===== config.mk =====
export PLATFORM = sky130hd
export DESIGN_NAME = unaligned_lsu
export DESIGN_NICKNAME = d
export VERILOG_FILES = /design/src/design/mem_types_pkg.sv /design/src/design/lsu_types_pkg.sv /design/src/design/unaligned_lsu.sv
export SDC_FILE = /design/constraint.sdc
export NUM_CORES = 1
export LEC_CHECK = 0
export BUFFER_PORTS_ARGS = -buffer_cell sky130_fd_sc_hd__buf_2
export CORE_MARGIN = 2
export CORE_UTILIZATION = 50
export DETAILED_ROUTE_END_ITERATION = 6
export GPL_TIMING_DRIVEN = 0
export PLACE_DENSITY = 0.76
export SLEW_MARGIN = 20
export SYNTH_ARGS = -nofsm -noshare
export SYNTH_HDL_FRONTEND = slang
export SYNTH_SLANG_ARGS = --single-unit

===== constraint.sdc =====
create_clock -name clk -period 9.2 [get_ports clk]
set_input_delay 0 -clock clk [delete_from_list [all_inputs] [get_ports clk]]
set_output_delay 0 -clock clk [all_outputs]
set_load 0.1 [all_outputs]

===== src/design/mem_types_pkg.sv =====
// commands carry word-aligned addresses and 32-bit words; mask bit n enables byte n
package mem_types_pkg;

    typedef logic [31:0] mem_addr_t;   // byte address
    typedef logic [31:0] mem_word_t;
    typedef logic [3:0]  byte_mask_t;  // bit n enables byte n

    typedef enum logic [1:0] {
        OP_NONE    = 2'd0,
        OP_READ    = 2'd1,
        OP_WRITE   = 2'd2,
        OP_REFRESH = 2'd3
    } mem_op_t;

    // one command as a peer holds it toward the memory
    typedef struct packed {
        mem_op_t    op;
        mem_addr_t  addr;    // word aligned
        mem_word_t  wdata;
        byte_mask_t mask;
    } mem_cmd_t;

    // nothing requested
    localparam mem_cmd_t CMD_IDLE = '{
        op:    OP_NONE,
        addr:  '0,
        wdata: '0,
        mask:  '0
    };

endpackage


===== src/design/lsu_types_pkg.sv =====
// size and sign fields follow the core's funct3 layout; size value 3 is handled as a word
package lsu_types_pkg;

    typedef enum logic [1:0] {
        SIZE_BYTE     = 2'd0,
        SIZE_HALF     = 2'd1,
        SIZE_WORD     = 2'd2,
        SIZE_WORD_ALT = 2'd3   // treated as a word
    } access_size_t;

    // funct3: bit 2 selects zero extension on loads
    typedef struct packed {
        logic         unsigned_load;
        access_size_t size;
    } access_ctrl_t;

    typedef enum logic [3:0] {
        ST_IDLE        = 4'd0,
        ST_FIRST_REQ   = 4'd1,   // first word command raised
        ST_FIRST_WAIT  = 4'd2,
        ST_SECOND_REQ  = 4'd3,   // word at address plus 4
        ST_SECOND_WAIT = 4'd4
    } lsu_state_t;

endpackage


===== src/design/unaligned_lsu.sv =====
// one access at a time; boundary-crossing accesses become two word commands, no misalign trap
module unaligned_lsu
    import mem_types_pkg::*, lsu_types_pkg::*;
(
    input  logic         clk,
    input  logic         i_rst_n,
    input  logic         i_rd_en,
    input  logic         i_wr_en,
    input  mem_addr_t    i_addr,
    input  mem_word_t    i_wdata,
    input  access_ctrl_t i_ctrl,
    output mem_word_t    o_rdata,
    output logic         o_busy,
    output mem_cmd_t     o_cmd,
    input  logic         i_mem_busy,
    input  mem_word_t    i_mem_rdata
);

    lsu_state_t   r_state;
    mem_op_t      r_op;          // op of the command on o_cmd
    mem_addr_t    r_maddr;
    mem_word_t    r_mdata;
    byte_mask_t   r_mmask;
    mem_word_t    r_wdata_hi;    // second word of a split store
    byte_mask_t   r_mask_hi;
    logic         r_is_read;
    logic         r_two;         // access crosses a word boundary

    // load view, kept until the next accepted load
    logic [1:0]   r_ld_off;
    access_ctrl_t r_ld_ctrl;
    mem_word_t    r_lo;
    logic [23:0]  r_hi;          // only three bytes of the upper word can be needed

    logic [1:0]   w_off;
    logic         w_start;
    logic         w_two;
    mem_word_t    w_store;
    byte_mask_t   w_size_mask;
    logic [63:0]  w_wide_data;
    logic [7:0]   w_wide_mask;
    logic [55:0]  w_pair;
    mem_word_t    w_shifted;

    assign w_off   = i_addr[1:0];
    assign w_start = (r_state == ST_IDLE) && (i_rd_en || i_wr_en);

    // request decode
    always_comb begin
        case (i_ctrl.size)
            SIZE_BYTE: begin
                w_two       = 1'b0;
                w_store     = {24'h0, i_wdata[7:0]};
                w_size_mask = 4'b0001;
            end
            SIZE_HALF: begin
                w_two       = (w_off == 2'd3);
                w_store     = {16'h0, i_wdata[15:0]};
                w_size_mask = 4'b0011;
            end
            SIZE_WORD, SIZE_WORD_ALT: begin
                w_two       = (w_off != 2'd0);
                w_store     = i_wdata;
                w_size_mask = 4'b1111;
            end
        endcase
    end

    // low half goes to the first word, high half to the next one
    assign w_wide_data = {32'h0, w_store} << {w_off, 3'b000};
    assign w_wide_mask = {4'h0, w_size_mask} << w_off;

    // gathered load bytes, shifted down to bit 0
    assign w_pair    = {r_hi, r_lo} >> {r_ld_off, 3'b000};
    assign w_shifted = w_pair[31:0];

    always_comb begin
        case (r_ld_ctrl.size)
            SIZE_BYTE: begin
                if (r_ld_ctrl.unsigned_load) begin
                    o_rdata = {24'h0, w_shifted[7:0]};
                end else begin
                    o_rdata = {{24{w_shifted[7]}}, w_shifted[7:0]};
                end
            end
            SIZE_HALF: begin
                if (r_ld_ctrl.unsigned_load) begin
                    o_rdata = {16'h0, w_shifted[15:0]};
                end else begin
                    o_rdata = {{16{w_shifted[15]}}, w_shifted[15:0]};
                end
            end
            SIZE_WORD, SIZE_WORD_ALT: o_rdata = w_shifted;
        endcase
    end

    assign o_busy = (r_state != ST_IDLE);
    assign o_cmd  = '{op: r_op, addr: r_maddr, wdata: r_mdata, mask: r_mmask};

    always_ff @(posedge clk) begin
        if (!i_rst_n) begin
            r_state <= ST_IDLE;
            r_op    <= OP_NONE;
        end else begin
            case (r_state)
                ST_IDLE: begin
                    if (w_start) begin
                        r_is_read <= i_rd_en;   // read wins if both are raised
                        r_two     <= w_two;
                        r_maddr   <= {i_addr[31:2], 2'b00};
                        r_state   <= ST_FIRST_REQ;
                        if (i_rd_en) begin
                            r_op       <= OP_READ;
                            r_mdata    <= '0;
                            r_mmask    <= '0;
                            r_wdata_hi <= '0;
                            r_mask_hi  <= '0;
                            r_ld_off   <= w_off;
                            r_ld_ctrl  <= i_ctrl;
                        end else begin
                            r_op       <= OP_WRITE;
                            r_mdata    <= w_wide_data[31:0];
                            r_mmask    <= w_wide_mask[3:0];
                            r_wdata_hi <= w_wide_data[63:32];
                            r_mask_hi  <= w_wide_mask[7:4];
                        end
                    end
                end
                ST_FIRST_REQ: begin
                    if (i_mem_busy) begin   // accepted, drop the command
                        r_op    <= OP_NONE;
                        r_state <= ST_FIRST_WAIT;
                    end
                end
                ST_FIRST_WAIT: begin
                    if (!i_mem_busy) begin
                        if (r_is_read) begin
                            r_lo <= i_mem_rdata;
                        end
                        if (r_two) begin
                            r_op    <= r_is_read ? OP_READ : OP_WRITE;
                            r_maddr <= r_maddr + 32'd4;
                            r_mdata <= r_wdata_hi;
                            r_mmask <= r_mask_hi;
                            r_state <= ST_SECOND_REQ;
                        end else begin
                            r_state <= ST_IDLE;
                        end
                    end
                end
                ST_SECOND_REQ: begin
                    if (i_mem_busy) begin
                        r_op    <= OP_NONE;
                        r_state <= ST_SECOND_WAIT;
                    end
                end
                ST_SECOND_WAIT: begin
                    if (!i_mem_busy) begin
                        if (r_is_read) begin
                            r_hi <= i_mem_rdata[23:0];
                        end
                        r_state <= ST_IDLE;
                    end
                end
                default: begin
                    r_op    <= OP_NONE;
                    r_state <= ST_IDLE;
                end
            endcase
        end
    end

endmodule


==> out/results.txt <==
leak pwr - 4.43 nW
outcome - finished, final reports clean
min Tclk post-route - 2640 ps
unique cell type count in the Yosys netlist - 55
vias in the first global route - 6693
R2R setup slack - 6990 ps
Pint - 0.00135 W
Final Slew Violations - 0
total track usage - 0.256
Final #Nets - 1112
wire per inst - 17.9 um
worst r2r dst - r_maddr[10]$_DFFE_PP_
Async SR Flop Fraction - 0
Seq pwr share - 0.428
syn_area_per_cell - 11.9 um^2
CP bufs+invs - 4
final setup fails - 0
WL final - 22100 um
CTS buffer count - 17
Crit path max-delay family - buffers and inverters
clk_lat worst skew - 440 ps
crit end category - output pin
Final Hold Violating Endpoints - 0
num rows - 46
reg2reg path depth - 6
clk sinks - 161
largest net degree at the start of global routing - 25
r2r startpoint - r_state[0]$_SDFFE_PN0P_
via density per instance - 5.48
Slowest-stage cell, CP - buf_2
HPWL Detailed - 15200 um
RSZ-0062 raised after global routing - false
Tcrit/Tclk final - 0.287
Sw Share - 0.340
Psw - 0.000693 W
Mapped Area - 0.00805 mm^2
Inst Count DP - 1111
CTS tree - done
Crit Path Class - reg -> out
relative slew slack - 0.233
Post-synth EDFFs - 156
Power Density - 185 mW/mm^2
CTS Root Cell - clkbuf_16
post-synthesis register bit count - 161
DRC errors left - 0
first-pass GRT wire length - 33100 um
Die Ht - 131 um
setup tns final - 0 ps
max frequency - 379 MHz
clock slew at reported path FFs - 60 ps
startpoint type of the worst setup path - flip-flop
layout cells sized above 1 - 0.304
initial antenna violation count - 0
clock share of power - 0.330
VDD IR max - 0.000141 V
Core ar. - 0.0158 mm^2
ys flop type - edfxtp_1
Logic pwr share - 0.242
area grow syn2layout - 36.7%
Max Cap Violations - 0
Slew @ Worst Pin - 1140 ps
Initial Util - 0.509
post-synthesis sequential area ratio - 0.594
count of warnings emitted by yosys - 0
die footprint - 0.0171 mm^2
fin cells - 1236
crit-path most repeated cell - buf_2
crit-path max FO - 10
commonest non-fill, non-tap cells in the layout - buf_2 (220), edfxtp_1 (156), nand2_1 (104)
htree depth - 4
Post-Synthesis Cells - 679
DRT antenna net count - 0
commonest non-fill, non-tap cell in the layout - buf_2
CP max stage delay - 470 ps
PostCTS Resize Cnt - 0
RePlAce Congestion - 0.889
Final Util - 0.695
CTS Buffer Depth - 2
WP data arrival - 2640 ps
TritonRoute pass-1 iters - 5
GR Overflow Total - 0
WHS Endpoint - r_mdata[16]$_DFFE_PP_
CP required - 9200 ps
Via Count - 6772
I/O pins - 207
ANT cells - 0
number of fill cells - 1159
start point of the worst hold path - i_wdata[8]
hold crit path type - in -> reg
Port Buffer Count - 203
die width - 131 um
hold path cells - 3
skew final - 13.2 ps
worst path cell trace - buf_2 -> buf_2 -> buf_1 -> a21oi_1 -> o21ai_0 -> buf_2
DRT iter0 DRCs - 428
-- layout make-up --
class / instances / area, um^2 / area share
sequential: 161 / 4780 / 0.435
multi-input combinational: 474 / 3070 / 0.279
timing repair buffer: 308 / 2100 / 0.191
clock buffer: 17 / 425 / 0.0387
tap: 216 / 270 / 0.0246
buffer: 42 / 208 / 0.0189
clock inverter: 15 / 133 / 0.0121
inverter: 3 / 11.3 / 0.00102
-- cell usage after synthesis (13+ instances only) --
master,count,share of area
mux2i_1,38,0.047
a21oi_1,31,0.019
clkbuf_1,15,0.0070
nand3_1,17,0.011
nor2_1,40,0.019
nand2_1,104,0.048
xor2_1,17,0.018
buf_2,13,0.0081
edfxtp_1,156,0.58
o21ai_0,54,0.034
nor2b_1,14,0.011
mux2_2,17,0.024
-- state kept, by name, indices dropped and copies added, names as in the netlist --
signal,flops
r_two,1
r_mdata,32
r_mask_hi,3
r_state,3
r_maddr,30
r_mmask,4
r_ld_off,2
r_ld_ctrl,3
r_wdata_hi,24
r_lo,32
r_hi,24
r_is_read,1
r_op,2
-- worst register-to-register path: cells and delay by family (launching register included) --
family | cells | cell delay (ps)
and+or+nand+nor | 2 | 620
buffers and inverters | 4 | 930
DFF | 1 | 370
-- routing by layer --
layer | GRT usage | vias up | wire [um]
met3 | 0.0521 | 63 | 1620
met5 | 0 | - | 0
met4 | 0.122 | 0 | 756
li1 | - | 3165 | -
met2 | 0.434 | 330 | 11000
met1 | 0.316 | 3214 | 8670
-- worst max-delay path by stage --
stage	startpoint	endpoint	slack, ps	depth (start not counted)
floorplan	r_state[0]$_SDFFE_PN0P_	r_maddr[10]$_DFFE_PP_	5200	3
global placement	r_state[0]$_SDFFE_PN0P_	r_maddr[27]$_DFFE_PP_	3790	3
detailed placement	r_state[0]$_SDFFE_PN0P_	r_maddr[27]$_DFFE_PP_	6990	6
CTS	r_ld_off[0]$_DFFE_PP_	o_rdata[10]	6590	6
global route	r_ld_off[0]$_DFFE_PP_	o_rdata[10]	6430	6
finish	r_ld_off[0]$_DFFE_PP_	o_rdata[10]	6560	6
-- cells by family after synthesis --
kind of cell	count (synthesis)	synth area share
muxes	64	0.0948
AOI/OAI and AO/OA	129	0.0918
xor gates and xnor gates	28	0.0305
DFF	161	0.594
other	1	0.000466
and+or+nand+nor	250	0.160
adders and majority gates	1	0.00155
buffers and inverters	45	0.0272
-- what timing repair did --
item                                   in CTS  in global routing
endpoints found under the hold margin     130                  0
hold buffers                               93                  0
setup buffers                               0                  0
-- through the flow --
step | setup WS, ps | power [W] | cell area (um^2) | hold WS (ps)
after floorplan | 5200 | 0.00124 | 8060 | 98.9
after global placement | 3790 | 0.00133 | 9340 | 177
after detailed placement | 6990 | 0.00135 | 9520 | 179
after CTS | 6590 | 0.00204 | 11000 | 3.72
after global routing | 6430 | 0.00210 | 11000 | 32.9
final | 6560 | 0.00204 | 11000 | 29.6
-- power groups by stage --
stage               logic (W)  clock network [W]  registers, W
floorplan            0.000180                  0       0.00106
global placement     0.000443                  0      0.000891
finish               0.000494           0.000673      0.000872
detailed placement   0.000459                  0      0.000886
CTS                  0.000492           0.000677      0.000871
global route         0.000516           0.000708      0.000876
Power figures use the tool's default switching activity.
