==> config.mk <==
export PLATFORM = sky130hd
export DESIGN_NAME = mem_arbiter
export DESIGN_NICKNAME = d
export VERILOG_FILES = /design/src/design/mem_types_pkg.sv /design/src/design/mem_arbiter.sv
export SDC_FILE = /design/constraint.sdc
export NUM_CORES = 1
export LEC_CHECK = 0
export ABC_CLOCK_PERIOD_IN_PS = 3100
export BUFFER_PORTS_ARGS = -buffer_cell sky130_fd_sc_hd__clkbuf_2
export CORE_AREA = 2 2 83 85
export DETAILED_ROUTE_END_ITERATION = 16
export DIE_AREA = 0 0 85 87
export GPL_TIMING_DRIVEN = 0
export PLACE_DENSITY_LB_ADDON = 0.1
export SLEW_MARGIN = 20
export SYNTH_ARGS = -nofsm -noshare
export SYNTH_HDL_FRONTEND = slang
export SYNTH_SLANG_ARGS = --single-unit
==> constraint.sdc <==
create_clock -name clk -period 3.1 [get_ports clk]
set_input_delay 0.775 -clock clk [delete_from_list [all_inputs] [get_ports clk]]
set_output_delay 0.775 -clock clk [all_outputs]
set_load 0.1 [all_outputs]
==> src/design/mem_types_pkg.sv <==
// commands carry word-aligned addresses and 32-bit words; mask bit n enables byte n
package mem_types_pkg;

    typedef logic [31:0] mem_addr_t;   // byte address
    typedef logic [31:0] mem_word_t;
    typedef logic [3:0]  byte_mask_t;  // bit n enables byte n

    typedef enum logic [1:0] {
        OP_NONE    = 2'd0,
        OP_READ    = 2'd1,
        OP_WRITE   = 2'd2,
        OP_REFRESH = 2'd3
    } mem_op_t;

    // one command as a peer holds it toward the memory
    typedef struct packed {
        mem_op_t    op;
        mem_addr_t  addr;    // word aligned
        mem_word_t  wdata;
        byte_mask_t mask;
    } mem_cmd_t;

    // nothing requested
    localparam mem_cmd_t CMD_IDLE = '{
        op:    OP_NONE,
        addr:  '0,
        wdata: '0,
        mask:  '0
    };

endpackage

==> src/design/mem_arbiter.sv <==
// two peers with refresh first; a grant covers one whole memory transaction
module mem_arbiter
    import mem_types_pkg::*;
(
    input  logic     clk,
    input  logic     i_rst_n,
    input  mem_cmd_t i_lsu_cmd,
    input  mem_cmd_t i_ref_cmd,
    output logic     o_lsu_busy,
    output logic     o_ref_busy,
    output mem_cmd_t o_mem_cmd,
    input  logic     i_mem_busy
);

    typedef enum logic [1:0] {
        OWN_NONE = 2'd0,
        OWN_LSU  = 2'd1,
        OWN_REF  = 2'd2
    } owner_t;

    owner_t r_owner;
    logic   r_seen_busy;   // memory has gone busy for this grant
    owner_t w_pick;
    owner_t w_grant;

    // new grant only while idle and the memory is free
    always_comb begin
        w_pick = OWN_NONE;
        if (r_owner == OWN_NONE && !i_mem_busy) begin
            if (i_ref_cmd.op != OP_NONE) begin
                w_pick = OWN_REF;   // refresh wins ties
            end else if (i_lsu_cmd.op != OP_NONE) begin
                w_pick = OWN_LSU;
            end
        end
    end

    // forward in the same cycle as the pick
    assign w_grant = (r_owner != OWN_NONE) ? r_owner : w_pick;

    always_comb begin
        case (w_grant)
            OWN_LSU: o_mem_cmd = i_lsu_cmd;
            OWN_REF: o_mem_cmd = i_ref_cmd;
            default: o_mem_cmd = CMD_IDLE;
        endcase
    end

    // a waiting peer sees busy low, so it keeps its command raised until its turn
    assign o_lsu_busy = (w_grant == OWN_LSU) && i_mem_busy;
    assign o_ref_busy = (w_grant == OWN_REF) && i_mem_busy;

    always_ff @(posedge clk) begin
        if (!i_rst_n) begin
            r_owner     <= OWN_NONE;
            r_seen_busy <= 1'b0;
        end else if (r_owner == OWN_NONE) begin
            r_owner     <= w_pick;
            r_seen_busy <= 1'b0;
        end else if (i_mem_busy) begin
            r_seen_busy <= 1'b1;
        end else if (r_seen_busy) begin
            r_owner <= OWN_NONE;   // busy fell, transaction over
        end
    end

endmodule

==> results of run 1 <==
==> report_power, final <==
group / internal (µW) / leakage (µW) / total (µW) / switching (µW)
registers: 41.3 / 0.0000246 / 44.9 / 3.60
clock network: 87.8 / 0.0000228 / 115 / 26.9
logic: 708 / 0.00185 / 1840 / 1130
total: 837 / 0.00190 / 2000 / 1170
==> per-layer routing <==
metal	global-route usage, %	wire [µm]
met1	19.7	2690
met2	37.6	4830
met3	5.02	690
met4	2.31	75
met5	0	0
==> worst paths after layout <==
path / endpoint / slack (ns) / depth (start not counted)
setup reg to reg: r_owner[0] / 1.87 / 4
setup / recovery: o_mem_cmd[60] / -0.005 / 10
hold reg to reg: r_seen_busy / 0.50 / 2
hold / removal: r_seen_busy / 0.50 / 2
==> metrics by stage <==
step	cell area (µm²)	setup slack [ns]	total power (µW)	instances
final	4640	-0.00524	2000	487
after global routing	4640	-0.0643	2070	487
after CTS	4060	-0.0253	1790	485
after detailed placement	2450	-0.443	1240	479
after global placement	2450	-0.422	1240	479
after floorplan	1280	-0.786	1010	185
==> what timing repair did <==
item	CTS	global route
gates cloned	0	1
setup endpoints to repair	72	71
gates resized for setup	300	150
pin swaps	6	13
setup buffers	2	2
==> placed cells by master, fill, tap and decap left out <==
master and count:
nor4_4 1, a21oi_4 2, clkbuf_1 1, nor2_2 19, and2_2 2, a211oi_2 1
buf_6 9, inv_1 1, clkbuf_2 140, buf_4 3, dfxtp_1 3, ha_4 2
buf_2 1, a211oi_1 1, inv_2 2, a22oi_1 7, a22oi_2 63, nor2b_1 1
nor2_4 49, clkbuf_16 44, buf_12 25, clkbuf_8 9, buf_8 14, or2_4 2
nor2_1 4, o22ai_1 1
==> state kept, by name, indices dropped and copies added (netlist names) <==
name         count
r_owner          2
r_seen_busy      1
==> logic make-up (layout without fill, tap and decap cells) <==
logic type               Yosys count  in the layout  synth area share [%]
AO/OA/AOI/OAI                     75             75                  51.6
adder cells (fa/ha/maj)            2              2                  2.28
buffers and inverters             27            249                  11.2
flip-flops                         3              3                  5.48
AND/OR/NAND/NOR                   78             78                  29.5
==> tightest hold or removal path, cell delays in order, from the launching register on <==
cell	delay [ns]
dfxtp_1	0.31
o22ai_1	0.08
nor2_1	0.08
==> final cells by class <==
cell class	count	area share [%]
tap	80	2.16
multi-input combinational	155	36.6
buffer	23	8.07
timing repair buffer	219	50.7
inverter	3	0.243
sequential	3	1.30
clock buffer	4	0.972
==> impl_metrics.json, run 1 <==
{
  "drc": 0,
  "synth_edf_count": 0,
  "wirelength_um": 8280,
  "synth-seq-area-share_pct": 5.48,
  "fin_tns_setup_ns": -0.00588,
  "worstPathArrival_ns": 2.33,
  "cp_top_family": "buffers and inverters",
  "antenna_cells": 0,
  "critPathSlowestCell": "or2_4",
  "maxCapViolCount": 0,
  "vdd_ir_drop_max_v": 0.000356,
  "crit_type": "input pin to output port",
  "worstHoldStart": "r_seen_busy",
  "cp.required_ns": 2.32,
  "gr-total-overflow": 0,
  "hold_violations": 0,
  "power_density_nw_per_um2": 432,
  "cts_tree": "yes",
  "die_w_um": 85,
  "antenna_left": 0,
  "pin_count": 215,
  "max_freq_mhz": 322,
  "slowest_delay_ns": 0.25,
  "whs_ns": 0.499,
  "ctsHoldBuffers": 0,
  "async_reset_ff_share_pct": 0,
  "path_clk_slew_ns": 0.03,
  "dr.pass1.iters": 4,
  "status": "finished, violations left",
  "ctsRootBufferMaster": "clkbuf_8",
  "core-area_um2": 6570,
  "min_path_type": "register to register",
  "synth_area_leaders": "a22oi_1, nor2_1, buf_2",
  "ys_types": 16,
  "die_h_um": 87,
  "clk_path_buf_depth": 2,
  "yosysWarnings": 0,
  "path_cells": "clkbuf_2 > or2_4 > a21oi_4 > inv_2 > ha_4 > buf_12 > buf_6 > a22oi_2 > nor2_4 > clkbuf_16",
  "synth_fp_nets": 330,
  "netlist_area_um2": 1100,
  "hpwl_um": 5180,
  "initial_core_util_pct": 16.7,
  "setup_slack_ns": -0.00524,
  "grt_setup_unrepaired": "true",
  "yosysMostFrequentCell": "nor2_1",
  "h-tree-depth": 1,
  "area_delta_synth_final_pct": 323,
  "grt_pass1_vias": 2373,
  "syn_avg_cell_area_um2": 5.92,
  "io_buffer_count": 214,
  "nets": 553,
  "rows": 30,
  "setup_viol": 2,
  "critPathMaxFanout": 10,
  "synth_commonest_cells": "nor2_1, a22oi_1, buf_2, clkbuf_1",
  "start_kind": "input pin",
  "fin_worst_skew_ns": 0.00173,
  "drive_gt1_share_pct": 95.3,
  "synth_seq_cells": 3,
  "grt_antenna_before_repair": 0,
  "vias_per_cell": 4.90,
  "timing.critical_path.buf_inv": 5,
  "grt_start_max_net_pins": 11,
  "leakagePower_uw": 0.00190,
  "grt_usage_pct": 18.7,
  "clock_latency_ns": 0.22,
  "ff_latch_area_um2": 60.1,
  "gp_congestion": 0.758,
  "startpoint": "i_lsu_cmd[69]",
  "finalCritPeriodShare_pct": 100,
  "drt-wirelength-per-cell_um": 17.0,
  "cts_made_buffers": 3,
  "grt_pass1_wl_um": 11400,
  "final_core_util_pct": 70.6,
  "cts_sinks": 3,
  "worst_slew_pin_slew_ns": 0.260,
  "r2r-start": "r_owner[1]",
  "synthFlopType": "dfxtp_1",
  "die-area_um2": 7400,
  "fill_cells": 462,
  "multi_input_area_um2": 1700,
  "critPathCaptureType": "output port",
  "violations": "setup timing",
  "worst_slew_margin_rel_pct": 82.5,
  "synth_top_area_share_pct": 47.9,
  "yosysTopAreaCell": "a22oi_1",
  "slew_violations": 0,
  "vias": 2385,
  "syn-instance-count": 185,
  "min_period_ns": 3.11,
  "drt_iter0_markers": 40
}
Note: power is estimated with default switching activity, not from simulation.
==> run 2: changes to the inputs <==
ABC_AREA = 1   (was not set)
==> run 2 against run 1 <==
Net effect:
- the flow now finishes without violations
- cell count rose by 16%
- flip-flop and latch count did not move
- register-to-register slack improved by 0.40 ns
- non-clock buffer count fell by 5
- sequential power fell by 5.6%
- synthesized cell count rose by 44%
- largest power group unchanged
==> impl_metrics.json, run 2 <==
{
  "status": "finished, final reports clean",
  "drive_gt1_share_pct": 67.4,
  "grt_start_max_net_pins": 11,
  "min_period_ns": 3.00,
  "ff2ff_path_depth": 5,
  "p_total_uw": 1710,
  "grt_antenna_before_repair": 0,
  "pin_count": 215,
  "setup_viol": 0,
  "hpwl_um": 5350,
  "critPathCaptureType": "output port",
  "worst_slew_margin_rel_pct": 80.0,
  "max_freq_mhz": 334,
  "synth_edf_count": 0,
  "async_reset_ff_share_pct": 0,
  "whs_endpoint": "r_owner[0]",
  "maxCapViolCount": 0,
  "crit_type": "input pin to output port",
  "nets": 630,
  "antenna_cells": 0,
  "wl_met2_um": 3970,
  "regMostFlops": "r_owner",
  "die-area_um2": 7400,
  "vdd_ir_drop_max_v": 0.000293,
  "wl_met1_um": 2690,
  "r2r-end": "r_owner[1]",
  "die_w_um": 85,
  "slew_violations": 0,
  "crit_top_cell": "nand2_1",
  "ctsRootBufferMaster": "clkbuf_8",
  "largest_reg_flops": 2,
  "hold_path_depth": 2,
  "worstPathArrival_ns": 2.22,
  "gr-total-overflow": 0,
  "cts_tree": "yes",
  "cts_sinks": 3,
  "io_buffer_count": 214,
  "min_path_type": "register to register",
  "path_cells": "clkbuf_2 > nor2_2 > nand2_1 > nand2_1 > inv_1 > ha_2 > buf_4 > a21oi_2 > buf_8",
  "cp.required_ns": 2.32,
  "grt_usage_pct": 18.0,
  "antenna_left": 0,
  "cts_made_buffers": 3,
  "netlist_area_um2": 1380,
  "drt_iter0_markers": 95,
  "grt_pass1_vias": 2362,
  "synthFlopType": "dfxtp_1",
  "whs_ns": 0.456,
  "r2r_setup_slack_ns": 2.27,
  "reg.largest.list": "r_owner (2), r_seen_busy (1)",
  "stdcell_count": 564,
  "worstHoldStart": "r_owner[0]",
  "yosysMostFrequentCell": "nand2_1",
  "fin_worst_skew_ns": 0.00398,
  "drc": 0,
  "vias_per_cell": 4.41,
  "mostFrequentLayoutCells": "clkbuf_2, nand2_1, a21oi_2",
  "vias": 2486,
  "post-place-cells": 561,
  "grt_setup_unrepaired": "false",
  "gp_congestion": 0.726,
  "top_layer": "met4",
  "hold_violations": 0,
  "syn_avg_cell_area_um2": 5.15,
  "clock_latency_ns": 0.22,
  "synth-seq-area-share_pct": 4.37,
  "yosysWarnings": 0,
  "synth_fp_nets": 412,
  "ys_types": 13,
  "die_h_um": 87,
  "dr.pass1.iters": 4,
  "rows": 30,
  "wl_met3_um": 447,
  "synth_top_area_share_pct": 37.7,
  "ctsHoldBuffers": 0,
  "synth_seq_cells": 3,
  "finalCritPeriodShare_pct": 96.7,
  "slowest_delay_ns": 0.34,
  "syn-instance-count": 267,
  "grt_pass1_wl_um": 11100,
  "path_clk_slew_ns": 0.03,
  "critPathMaxFanout": 10,
  "post_cts_buffers": 0,
  "critPathSlowestCell": "ha_2",
  "yosysTopAreaCell": "nand2_1",
  "wirelength_um": 7240,
  "startpoint": "i_mem_busy",
  "worst_slew_pin_slew_ns": 0.301,
  "area_delta_synth_final_pct": 169,
  "synth_area_leaders": "nand2_1, a21oi_1, buf_6",
  "clk_path_buf_depth": 2,
  "initial_core_util_pct": 20.9,
  "synth_commonest_cells": "nand2_1, a21oi_1, nand2_2, buf_6, a21oi_2",
  "r2r-start": "r_owner[1]",
  "drt-wirelength-per-cell_um": 12.8,
  "core-area_um2": 6570,
  "power_density_nw_per_um2": 462,
  "leakagePower_uw": 0.00170,
  "start_kind": "input pin",
  "final_common_cell": "clkbuf_2",
  "h-tree-depth": 1
}
[run 2: changes by cell type after synthesis, sizes merged, moves of 7 or more]
cell    previous run  this run
buf               17        24
nor2              72         3
inv                3        10
a22oi             70         0
nand2              0       152
clkbuf             7         0
a21oi              2        73
[run 2: through the flow]
stage / setup WS (ns) / cell area (µm²) / setup TNS (ns) / util (%)
2_1_floorplan: -0.180 / 1600 / -12.59 / -
3_3_place_gp: -0.206 / 2770 / -11.93 / 42.1
3_5_place_dp: -0.235 / 2770 / -13.37 / 42.1
4_1_cts: -0.0172 / 3560 / -0.204 / 54.2
5_1_grt: 0.0154 / 3700 / 0 / 56.3
6_report: 0.104 / 3700 / 0 / 56.3
[run 2: worst max-delay path, delay by kind of cell]
family,cells,cell delay [ns]
and+or+nand+nor,3,0.31
adders and majority gates,1,0.34
buffers and inverters,4,0.60
AOI/OAI and AO/OA,1,0.18
[run 2: worst max path at each step]
stage	endpoint	slack, ns	cells past startpoint
3_5_place_dp	o_mem_cmd[27]	-0.24	10
4_1_cts	o_mem_cmd[66]	-0.02	10
6_report	o_mem_cmd[27]	0.10	9
5_1_grt	o_mem_cmd[15]	0.02	12
2_1_floorplan	o_mem_cmd[0]	-0.18	8
3_3_place_gp	o_mem_cmd[27]	-0.21	10
[run 2: power breakdown]
group          switching, µW  internal [µW]
clock                   30.2           88.1
combinational           1060            487
sequential              1.04           41.4
total                   1090            616
[run 2: metal layers]
| metal | vias up | global-route usage, % |
|---|---|---|
| met5 | - | 0 |
| met4 | 0 | 4.47 |
| met3 | 12 | 2.46 |
| met2 | 105 | 34.7 |
| met1 | 1088 | 20.6 |
| li1 | 1281 | - |
[run 2: logic make-up after synthesis]
| logic type | Yosys count | synth area share, % |
|---|---|---|
| AOI/OAI and AO/OA | 73 | 29.6 |
| buffers and inverters | 34 | 19.4 |
| adders and majority gates | 2 | 1.82 |
| DFF | 3 | 4.37 |
| and+or+nand+nor | 155 | 44.9 |
[run 2: cell type report]
class | count | area [µm²]
Fill cell | 643 | 2870
Timing Repair Buffer | 214 | 1890
Multi-Input combinational cell | 230 | 1300
Buffer | 23 | 269
Tap cell | 80 | 100
Sequential cell | 3 | 60.1
Clock buffer | 4 | 45.0
Inverter | 10 | 37.5
[run 2: timing repair]
item / 4_1_cts / 5_1_grt
pin swaps: 0 / 3
resized for setup: 153 / 57
setup endpoints to repair: 70 / 72
