**config.mk**
```make
export PLATFORM = sky130hd
export DESIGN_NAME = refresh_timer
export DESIGN_NICKNAME = d
export VERILOG_FILES = /design/src/design/mem_types_pkg.sv /design/src/design/refresh_timer.sv
export SDC_FILE = /design/constraint.sdc
export NUM_CORES = 1
export LEC_CHECK = 0
export ABC_AREA = 1
export ABC_CLOCK_PERIOD_IN_PS = 2400
export BUFFER_PORTS_ARGS = -buffer_cell sky130_fd_sc_hd__buf_2
export CELL_PAD_IN_SITES_DETAIL_PLACEMENT = 2
export CELL_PAD_IN_SITES_GLOBAL_PLACEMENT = 2
export CORE_MARGIN = 1
export CORE_UTILIZATION = 20
export DETAILED_ROUTE_END_ITERATION = 10
export PLACE_DENSITY = 0.82
export SLEW_MARGIN = 20
export SYNTH_ARGS = -nofsm -noshare
export SYNTH_HDL_FRONTEND = slang
export SYNTH_SLANG_ARGS = --single-unit
```
**constraint.sdc**
```tcl
create_clock -name clk -period 2.4 [get_ports clk]
set_input_delay 0.12 -clock clk [delete_from_list [all_inputs] [get_ports clk]]
set_output_delay 0.12 -clock clk [all_outputs]
set_load 0.1 [all_outputs]
```
**src/design/mem_types_pkg.sv**
```systemverilog
// commands carry word-aligned addresses and 32-bit words; mask bit n enables byte n
package mem_types_pkg;

    typedef logic [31:0] mem_addr_t;   // byte address
    typedef logic [31:0] mem_word_t;
    typedef logic [3:0]  byte_mask_t;  // bit n enables byte n

    typedef enum logic [1:0] {
        OP_NONE    = 2'd0,
        OP_READ    = 2'd1,
        OP_WRITE   = 2'd2,
        OP_REFRESH = 2'd3
    } mem_op_t;

    // one command as a peer holds it toward the memory
    typedef struct packed {
        mem_op_t    op;
        mem_addr_t  addr;    // word aligned
        mem_word_t  wdata;
        byte_mask_t mask;
    } mem_cmd_t;

    // nothing requested
    localparam mem_cmd_t CMD_IDLE = '{
        op:    OP_NONE,
        addr:  '0,
        wdata: '0,
        mask:  '0
    };

endpackage

```
**src/design/refresh_timer.sv**
```systemverilog
// fixed interval; a refresh held off by other traffic is served late but never skipped
module refresh_timer
    import mem_types_pkg::*;
#(
    parameter int REFRESH_INTERVAL = 60
) (
    input  logic     clk,
    input  logic     i_rst_n,
    output mem_cmd_t o_cmd,
    input  logic     i_busy
);

    localparam int CNT_W = $clog2(REFRESH_INTERVAL + 1);

    typedef logic [CNT_W-1:0] ref_count_t;

    typedef enum logic [1:0] {
        RT_COUNT = 2'd0,
        RT_REQ   = 2'd1,   // refresh raised, waiting for busy
        RT_WAIT  = 2'd2    // accepted, waiting for busy to fall
    } rt_state_t;

    rt_state_t  r_state;
    ref_count_t r_count;
    logic       w_due;

    assign w_due = (r_count == ref_count_t'(REFRESH_INTERVAL));

    always_ff @(posedge clk) begin
        if (!i_rst_n) begin
            r_state <= RT_COUNT;
            r_count <= '0;
        end else begin
            if (!w_due) begin
                r_count <= r_count + 1'b1;   // holds at the interval
            end
            case (r_state)
                RT_COUNT: if (w_due) r_state <= RT_REQ;
                RT_REQ:   if (i_busy) r_state <= RT_WAIT;
                RT_WAIT: begin
                    if (!i_busy) begin
                        r_count <= '0;   // restart once the refresh is done
                        r_state <= RT_COUNT;
                    end
                end
                default: r_state <= RT_COUNT;
            endcase
        end
    end

    always_comb begin
        o_cmd = CMD_IDLE;
        if (r_state == RT_REQ) begin
            o_cmd.op = OP_REFRESH;
        end
    end

endmodule

```
==> results of run 1 <==
==> Yosys cell counts <==
library cell,instances,area share
buf_4,69,0.56
o211ai_1,1,0.0081
conb_1,1,0.0040
nor2_1,13,0.053
nand3_2,1,0.011
nand3_1,3,0.016
dfxtp_1,8,0.17
xor2_1,1,0.0094
ha_1,2,0.027
a21oi_1,1,0.0054
nor3b_1,1,0.0081
nand2_1,13,0.053
inv_1,11,0.044
o21ai_1,1,0.0054
nor2_4,1,0.012
nand4_1,2,0.013
==> logic make-up (layout without fill, tap and decap cells) <==
group,after synthesis,count (layout),synth area share
buffers and inverters,80,18,0.6024
AND/OR/NAND/NOR,34,34,0.1658
XOR/XNOR,1,1,0.009436
AO/OA/AOI/OAI,3,3,0.01886
other,1,68,0.004039
flip-flops,8,8,0.1725
adder cells (fa/ha/maj),2,2,0.02695
==> stage by stage <==
step                      hold slack [ps]  instance area, sq um  instances
final                               131.1                 788.3        186
after global routing                160.1                 788.3        186
after CTS                           131.0                 788.3        186
after detailed placement            374.4                 747.0        183
after global placement              363.9                 747.0        183
after floorplan                     236.1                  1180        196
==> metal layers <==
| layer | wire (um) | vias to the layer above | GRT usage |
|---|---|---|---|
| li1 | - | 264 | - |
| met1 | 452 | 249 | 0.05171 |
| met2 | 706 | 45 | 0.09295 |
| met3 | 118 | 5 | 0.004329 |
| met4 | 55 | 0 | 0.05333 |
| met5 | 0 | - | 0 |
==> state kept, by name, indices dropped and copies added, names as in the netlist <==
name     cells
r_count      6
r_state      2
==> report_power, final <==
part           internal [W]  switching (W)  total, W  leakage (nW)
Clock              0.000109      0.0000563  0.000165        0.0216
Sequential         0.000138     0.00000615  0.000144        0.0651
Combinational    0.00000814       0.000474  0.000482         0.353
Total              0.000255       0.000536  0.000791         0.440
==> how the worst max path moves through the flow <==
stage,cells past startpoint,slack [ps],endpoint,start
2_1_floorplan,4,840,o_cmd[69],r_state[1]
3_3_place_gp,7,1240,r_count[0],r_count[0]
3_5_place_dp,7,1210,r_count[0],r_count[0]
5_1_grt,4,1030,o_cmd[68],r_state[1]
4_1_cts,4,1070,o_cmd[68],r_state[1]
6_report,4,1090,o_cmd[68],r_state[1]
==> final cells by class <==
cell class	count	area, sq um	area share
clock buffer	3	41.29	0.05238
inverter	11	41.29	0.05238
multi-input combinational	108	460.4	0.5841
sequential	8	160.2	0.2032
tap	52	65.06	0.08254
timing repair buffer	4	20.02	0.02540
==> worst register-to-register path: cells and delay by family, from the launching register on <==
family / cells / cell delay [ps]
adders and majority gates: 1 / 180
DFF: 1 / 340
and+or+nand+nor: 5 / 470
buffers and inverters: 1 / 110
==> impl_metrics.env, run 1 <==
export IMPL_status="finished, final reports clean"
export IMPL_finalWorstSetupSlack_ps=1087
export IMPL_cp_cell_sequence="inv_1, nand2_1, inv_1, buf_2"
export IMPL_pre_cts_ws_ps=1211
export IMPL_hold_path_class="in -> reg"
export IMPL_maxSlewViolCount=0
export IMPL_viasPerCell=3.027
export IMPL_antenna_found_initial=0
export IMPL_grt_max_degree=7
export IMPL_vias=563
export IMPL_hold_viol=0
export IMPL_critPathBufInv=3
export IMPL_critical_path_arrival_ps=1190
export IMPL_start_kind="flop"
export IMPL_post_cts_repair_setup_buffers=0
export IMPL_cap_violations=0
export IMPL_period_share=0.5471
export IMPL_rows=24
export IMPL_fillers=567
export IMPL_tritoncts="yes"
export IMPL_ys_ff_latch=8
export IMPL_layout_common_cells="68 x conb_1, 13 x nand2_1, 13 x nor2_1"
export IMPL_drtIter0Drc=26
export IMPL_finalPower_w=0.0007915
export IMPL_hold_end="r_state[1]"
export IMPL_drive_above_1_share=0.06716
export IMPL_place_congestion=0.6754
export IMPL_coreArea_sq_um=4414
export IMPL_nets=141
export IMPL_chipWidth_um=70.13
export IMPL_vdd_drop_max_uv=162.7
export IMPL_grt_ovfl_total=0
export IMPL_end_kind="output port"
export IMPL_min_path_cells=3
export IMPL_ant_nets=0
export IMPL_ff2ff_path_depth=7
export IMPL_cp_required_ps=2280
export IMPL_fin_crit_ps=1313
export IMPL_cts_root_buf="clkbuf_8"
export IMPL_diodes=0
export IMPL_layout_commonest_cell="conb_1"
export IMPL_rrSetupSlack_ps=1200
export IMPL_cts_max_level=1
export IMPL_netlist_instances=129
export IMPL_worstPathMaxFanout=3
export IMPL_clockBufferDepth=2
export IMPL_cp_common_cell="inv_1"
export IMPL_cts_resized=0
export IMPL_drtPass1Iterations=3
export IMPL_cts_num_sinks=8
export IMPL_tns_ps=0
export IMPL_grt_setup_unrepaired="no"
export IMPL_grt_usage=0.05227
export IMPL_fp_dieArea_sq_um=4918
export IMPL_holdCritStartpoint="i_busy"
export IMPL_top_level_ports=73
export IMPL_critPathKind="reg -> out"
export IMPL_grt_pass1_wl_um=2014
export IMPL_syn_avg_cell_area_sq_um=7.197
export IMPL_leakage_nw=0.4395
export IMPL_grt_pass1_vias=489
export IMPL_synthToLayoutAreaGrowth_pct=-15.09
export IMPL_clk_latency_ps=230
export IMPL_start_util=0.2103
export IMPL_fmaxAchievable_ghz=0.7616
export IMPL_dieHeight_um=70.13
export IMPL_post_route_util=0.1786
export IMPL_drc=0
export IMPL_clock_skew_ps=2.708
export IMPL_post_drt_wl_per_cell_um=7.167
export IMPL_finalSetupViolCount=0
export IMPL_post_dp_hpwl_um=1134
export IMPL_port_buffers=4
export IMPL_slowest_stage="buf_2"
export IMPL_cts_hold_buffers=0
export IMPL_critPathMaxStageDelay_ps=420
export IMPL_synth_distinct_cells=16
export IMPL_reg2reg_to="r_count[0]"
export IMPL_yosysWarnings=0
export IMPL_cellPowerDensity_nw_per_um2=1004
export IMPL_cts_buffers=3
export IMPL_wirelength_um=1333
export IMPL_clkSlewWorstSetupHoldPaths_ps=40
export IMPL_syn_cell_area_sq_um=928.4
export IMPL_cp_top_family="buffers and inverters"
export IMPL_yosysSeqAreaShare=0.1725
export IMPL_reg2reg_from="r_count[0]"
Note: power is estimated with default switching activity, not from simulation.
==> inputs of run 2 (changes only) <==
- ABC_CLOCK_PERIOD_IN_PS: 2400 -> 1270
- CORE_UTILIZATION: 20 -> 19
- PLACE_DENSITY: 0.82 -> 0.79
- clock period: 2.4 -> 1.27 ns (I/O delays scaled with it)
==> run 2 against run 1 <==
Against the previous run:
- final cell count grew 8.1%
- via count shrank 0.36%
- sequential power grew 90%
- clock-buffer cell count is the same
- clock power grew 92%
- global-route usage grew 0.44 points
- sequential cell count is the same
- hold slack lost 82 ps
- clock skew grew 1.6 ps
- routed wire length grew 4.7%
- die area grew 5.1%
- total power grew 90%
- critical path type is now reg -> reg
==> impl_metrics.env, run 2 (synthesis gave the netlist of run 1 again) <==
export IMPL_grt_pass1_wl_um=2173
export IMPL_start_kind="flop"
export IMPL_top_level_ports=73
export IMPL_tritoncts="yes"
export IMPL_diodes=0
export IMPL_cts_buffers=3
export IMPL_layout_common_cells="68 x conb_1, 13 x nor2_1, 12 x nand2_1"
export IMPL_cts_resized=0
export IMPL_chipWidth_um=71.90
export IMPL_end_kind="flop"
export IMPL_drc=0
export IMPL_seqCellArea_sq_um=163.9
export IMPL_fillers=602
export IMPL_slowest_stage="dfxtp_2"
export IMPL_clk_latency_ps=240
export IMPL_grt_usage=0.05665
export IMPL_critical_path_arrival_ps=1250
export IMPL_drtIter0Drc=15
export IMPL_maxSlewViolCount=0
export IMPL_worstPathMaxFanout=6
export IMPL_cp_common_cell="nand2_1"
export IMPL_largest_register="r_count"
export IMPL_clockBufferDepth=2
export IMPL_cap_violations=0
export IMPL_grt_max_degree=7
export IMPL_cts_root_buf="clkbuf_8"
export IMPL_cp_required_ps=1400
export IMPL_vias=561
export IMPL_port_buffers=4
export IMPL_clock_skew_ps=4.297
export IMPL_fmaxAchievable_ghz=0.8908
export IMPL_critPathMaxStageDelay_ps=330
export IMPL_clkSlewWorstSetupHoldPaths_ps=40
export IMPL_drive_above_1_share=0.1119
export IMPL_finalPower_w=0.001503
export IMPL_finalWorstSetupSlack_ps=147.4
export IMPL_holdWs_ps=49.07
export IMPL_fin_crit_ps=1123
export IMPL_leakage_nw=0.4361
export IMPL_layout_commonest_cell="conb_1"
export IMPL_rows=25
export IMPL_crit_start="r_count[0]"
export IMPL_cts_max_level=1
export IMPL_finalSetupViolCount=0
export IMPL_grt_ovfl_total=0
export IMPL_grt_setup_unrepaired="no"
export IMPL_ant_nets=0
export IMPL_place_area_sq_um=803.3
export IMPL_hold_path_class="in -> reg"
export IMPL_post_cts_repair_setup_buffers=0
export IMPL_status="finished, final reports clean"
export IMPL_antenna_found_initial=0
export IMPL_period_share=0.8839
export IMPL_hold_viol=0
export IMPL_largest_reg_flops=6
export IMPL_largestRegisters="r_count (6), r_state (2)"
export IMPL_reg2reg_from="r_count[0]"
export IMPL_grt_pass1_vias=497
export IMPL_nets=141
export IMPL_cts_num_sinks=8
export IMPL_pre_cts_ws_ps=82.09
export IMPL_cellPowerDensity_nw_per_um2=1775
export IMPL_start_util=0.1966
export IMPL_viasPerCell=2.791
export IMPL_place_congestion=0.7252
export IMPL_drtPass1Iterations=2
export IMPL_multiInputGateArea_sq_um=462.9
export IMPL_vdd_drop_max_uv=253.1
export IMPL_post_dp_hpwl_um=1219
export IMPL_cp_cell_sequence="inv_1, ha_1, nand2_1, nor2_4, nand2_1, nand2_1, nor2_1"
export IMPL_synthToLayoutAreaGrowth_pct=-8.760
export IMPL_finalInstanceArea_sq_um=847.1
export IMPL_coreArea_sq_um=4723
export IMPL_fp_dieArea_sq_um=5170
export IMPL_post_drt_wl_per_cell_um=6.940
export IMPL_cts_hold_buffers=0
export IMPL_holdCritStartpoint="i_busy"
export IMPL_wirelength_um=1395
export IMPL_tns_ps=0
export IMPL_critPathKind="reg -> reg"
export IMPL_dieHeight_um=71.90
## run 2: where the power goes
| part | internal [W] | switching [W] | leakage [nW] |
|---|---|---|---|
| combinational | 0.0000158 | 0.000897 | 0.348 |
| clock | 0.000206 | 0.000110 | 0.0216 |
| sequential | 0.000262 | 0.0000122 | 0.0661 |
| total | 0.000484 | 0.00102 | 0.436 |
## run 2: layout make-up
class / instances / share of cell area
well taps: 67 / 0.09897
flip-flops and latches: 8 / 0.1935
multi-input cells: 108 / 0.5465
clock buffers: 3 / 0.04874
repair buffers: 4 / 0.05908
inverters: 11 / 0.05318
## run 2: routing by layer
layer  vias up  track usage  routed length, um
met5         -            0                  0
met4         0      0.05882                 57
met3         5      0.01528                147
met2        44       0.1048                764
met1       250      0.04681                426
li1        262            -                  -
## run 2: path summary, 6_finish.rpt
check	to	slack (ps)	depth (start not counted)
min	r_state[1]	50	3
min reg2reg	r_state[1]	480	2
max	r_count[0]	150	7
max reg2reg	r_count[0]	150	7
## run 2: stage by stage
stage | std cells | util
after floorplan | 196 | -
final | 201 | 0.1793
after detailed placement | 198 | 0.1701
after global placement | 198 | 0.1701
after CTS | 201 | 0.1788
after global routing | 201 | 0.1793
## run 2: critical path, delay by kind of cell (launching register included)
| family | cells | cell delay [ps] |
|---|---|---|
| simple gates | 5 | 400 |
| flops | 1 | 330 |
| fa+ha+maj | 1 | 180 |
| buf+inv | 1 | 100 |
==> inputs of run 3 (changes only) <==
- REMOVE_ABC_BUFFERS: default -> 1
==> run 3 against run 2 <==
Against the previous run:
- global-route usage down 1.4 points
- clock-buffer cell count unchanged
- cell area down 1.0%
- sequential cell count unchanged
- critical path type unchanged
- largest power group unchanged
==> impl_metrics.env, run 3 (synthesis gave the netlist of run 1 again) <==
export IMPL_finalSetupViolCount=0
export IMPL_grt_pass1_vias=439
export IMPL_start_util=0.1966
export IMPL_cp_common_cell="nand2_1"
export IMPL_nets=141
export IMPL_clk_latency_ps=220
export IMPL_grt_max_degree=7
export IMPL_cts_num_sinks=8
export IMPL_clockBufferDepth=2
export IMPL_critical_path_arrival_ps=1270
export IMPL_grt_pass1_wl_um=1745
export IMPL_tns_ps=0
export IMPL_place_congestion=0.6715
export IMPL_dieHeight_um=71.90
export IMPL_clkSlewWorstSetupHoldPaths_ps=40
export IMPL_wirelength_um=1238
export IMPL_fmaxAchievable_ghz=0.8649
export IMPL_finalWorstSetupSlack_ps=113.9
export IMPL_fin_crit_ps=1156
export IMPL_viasPerCell=2.741
export IMPL_grt_usage=0.04311
export IMPL_post_drt_wl_per_cell_um=6.159
export IMPL_coreArea_sq_um=4723
export IMPL_cts_root_buf="clkbuf_8"
export IMPL_diodes=0
export IMPL_drtIter0Drc=1
export IMPL_drive_above_1_share=0.07463
export IMPL_layout_common_cells="68 x conb_1, 13 x nand2_1, 13 x nor2_1"
export IMPL_worstPathMaxFanout=6
export IMPL_start_kind="flop"
export IMPL_cap_violations=0
export IMPL_tritoncts="yes"
export IMPL_drc=0
export IMPL_cellPowerDensity_nw_per_um2=1767
export IMPL_rows=25
export IMPL_layout_commonest_cell="conb_1"
export IMPL_largestRegisters="r_count (6), r_state (2)"
export IMPL_largest_register="r_count"
export IMPL_antenna_found_initial=0
export IMPL_pre_cts_ws_ps=64.43
export IMPL_cp_cell_sequence="inv_1, ha_1, nand2_1, nor2_4, nand2_1, nand2_1, nor2_1"
export IMPL_clock_skew_ps=1.383
export IMPL_multiInputGateArea_sq_um=460.4
export IMPL_cts_max_level=1
export IMPL_vias=551
export IMPL_fp_dieArea_sq_um=5170
export IMPL_slowest_stage="dfxtp_2"
export IMPL_drtPass1Iterations=2
export IMPL_cp_required_ps=1390
export IMPL_post_cts_repair_setup_buffers=0
export IMPL_vdd_drop_max_uv=398.9
export IMPL_chipWidth_um=71.90
export IMPL_cts_buffers=3
export IMPL_critPathMaxStageDelay_ps=330
export IMPL_status="finished, final reports clean"
export IMPL_synthToLayoutAreaGrowth_pct=-9.703
export IMPL_post_dp_hpwl_um=1106
export IMPL_grt_ovfl_total=0
export IMPL_hold_path_class="in -> reg"
export IMPL_largest_reg_flops=6
export IMPL_post_route_util=0.1775
export IMPL_grt_setup_unrepaired="no"
export IMPL_top_level_ports=73
export IMPL_cts_resized=0
export IMPL_maxSlewViolCount=0
export IMPL_hold_viol=0
export IMPL_holdWs_ps=77.46
export IMPL_critPathKind="reg -> reg"
export IMPL_end_kind="flop"
export IMPL_leakage_nw=0.4448
export IMPL_finalPower_w=0.001481
export IMPL_period_share=0.9103
export IMPL_port_buffers=4
export IMPL_cts_hold_buffers=0
export IMPL_seqCellArea_sq_um=161.4
export IMPL_fillers=608
export IMPL_ant_nets=0
## run 3: cell types whose count changed in the layout (fill, tap and decap cells not counted), sizes merged
cell | before | now
clkinvlp | 1 | 0
inv | 10 | 11
## run 3: where the power goes
| group | switching (W) | internal, W | total (W) |
|---|---|---|---|
| combinational | 0.000896 | 0.0000154 | 0.000911 |
| clock | 0.0000928 | 0.000205 | 0.000297 |
| sequential | 0.0000116 | 0.000261 | 0.000273 |
## run 3: path summary, 6_finish.rpt
| kind | from | to | slack [ps] | depth (start not counted) |
|---|---|---|---|---|
| max reg2reg | r_count[0] | r_count[0] | 110 | 7 |
| min reg2reg | r_state[1] | r_state[1] | 480 | 2 |
| max | r_count[0] | r_count[0] | 110 | 7 |
| min | i_busy | r_state[1] | 80 | 3 |
## run 3: metrics by stage
stage | instances | instance area [sq um]
CTS | 201 | 837.1
global placement | 198 | 795.8
floorplan | 127 | 661.9
global route | 201 | 838.3
detailed placement | 198 | 795.8
finish | 201 | 838.3
## run 3: routing by layer
layer / track usage / part of all wire
met1: 0.04244 / 0.35
met4: 0.01961 / 0
met3: 0.01250 / 0.099
met2: 0.08281 / 0.55
met5: 0 / 0
## run 3: critical path, delay by kind of cell, from the launching register on
| family | cells | cell delay, ps |
|---|---|---|
| flops | 1 | 330 |
| fa+ha+maj | 1 | 190 |
| simple gates | 5 | 430 |
| buf+inv | 1 | 90 |
## run 3: final cells by class
class,instances,area share
timing repair buffer,4,0.05970
multi-input combinational,108,0.5493
clock buffer,3,0.04925
inverter,11,0.04925
sequential,8,0.1925
tap,67,0.1000
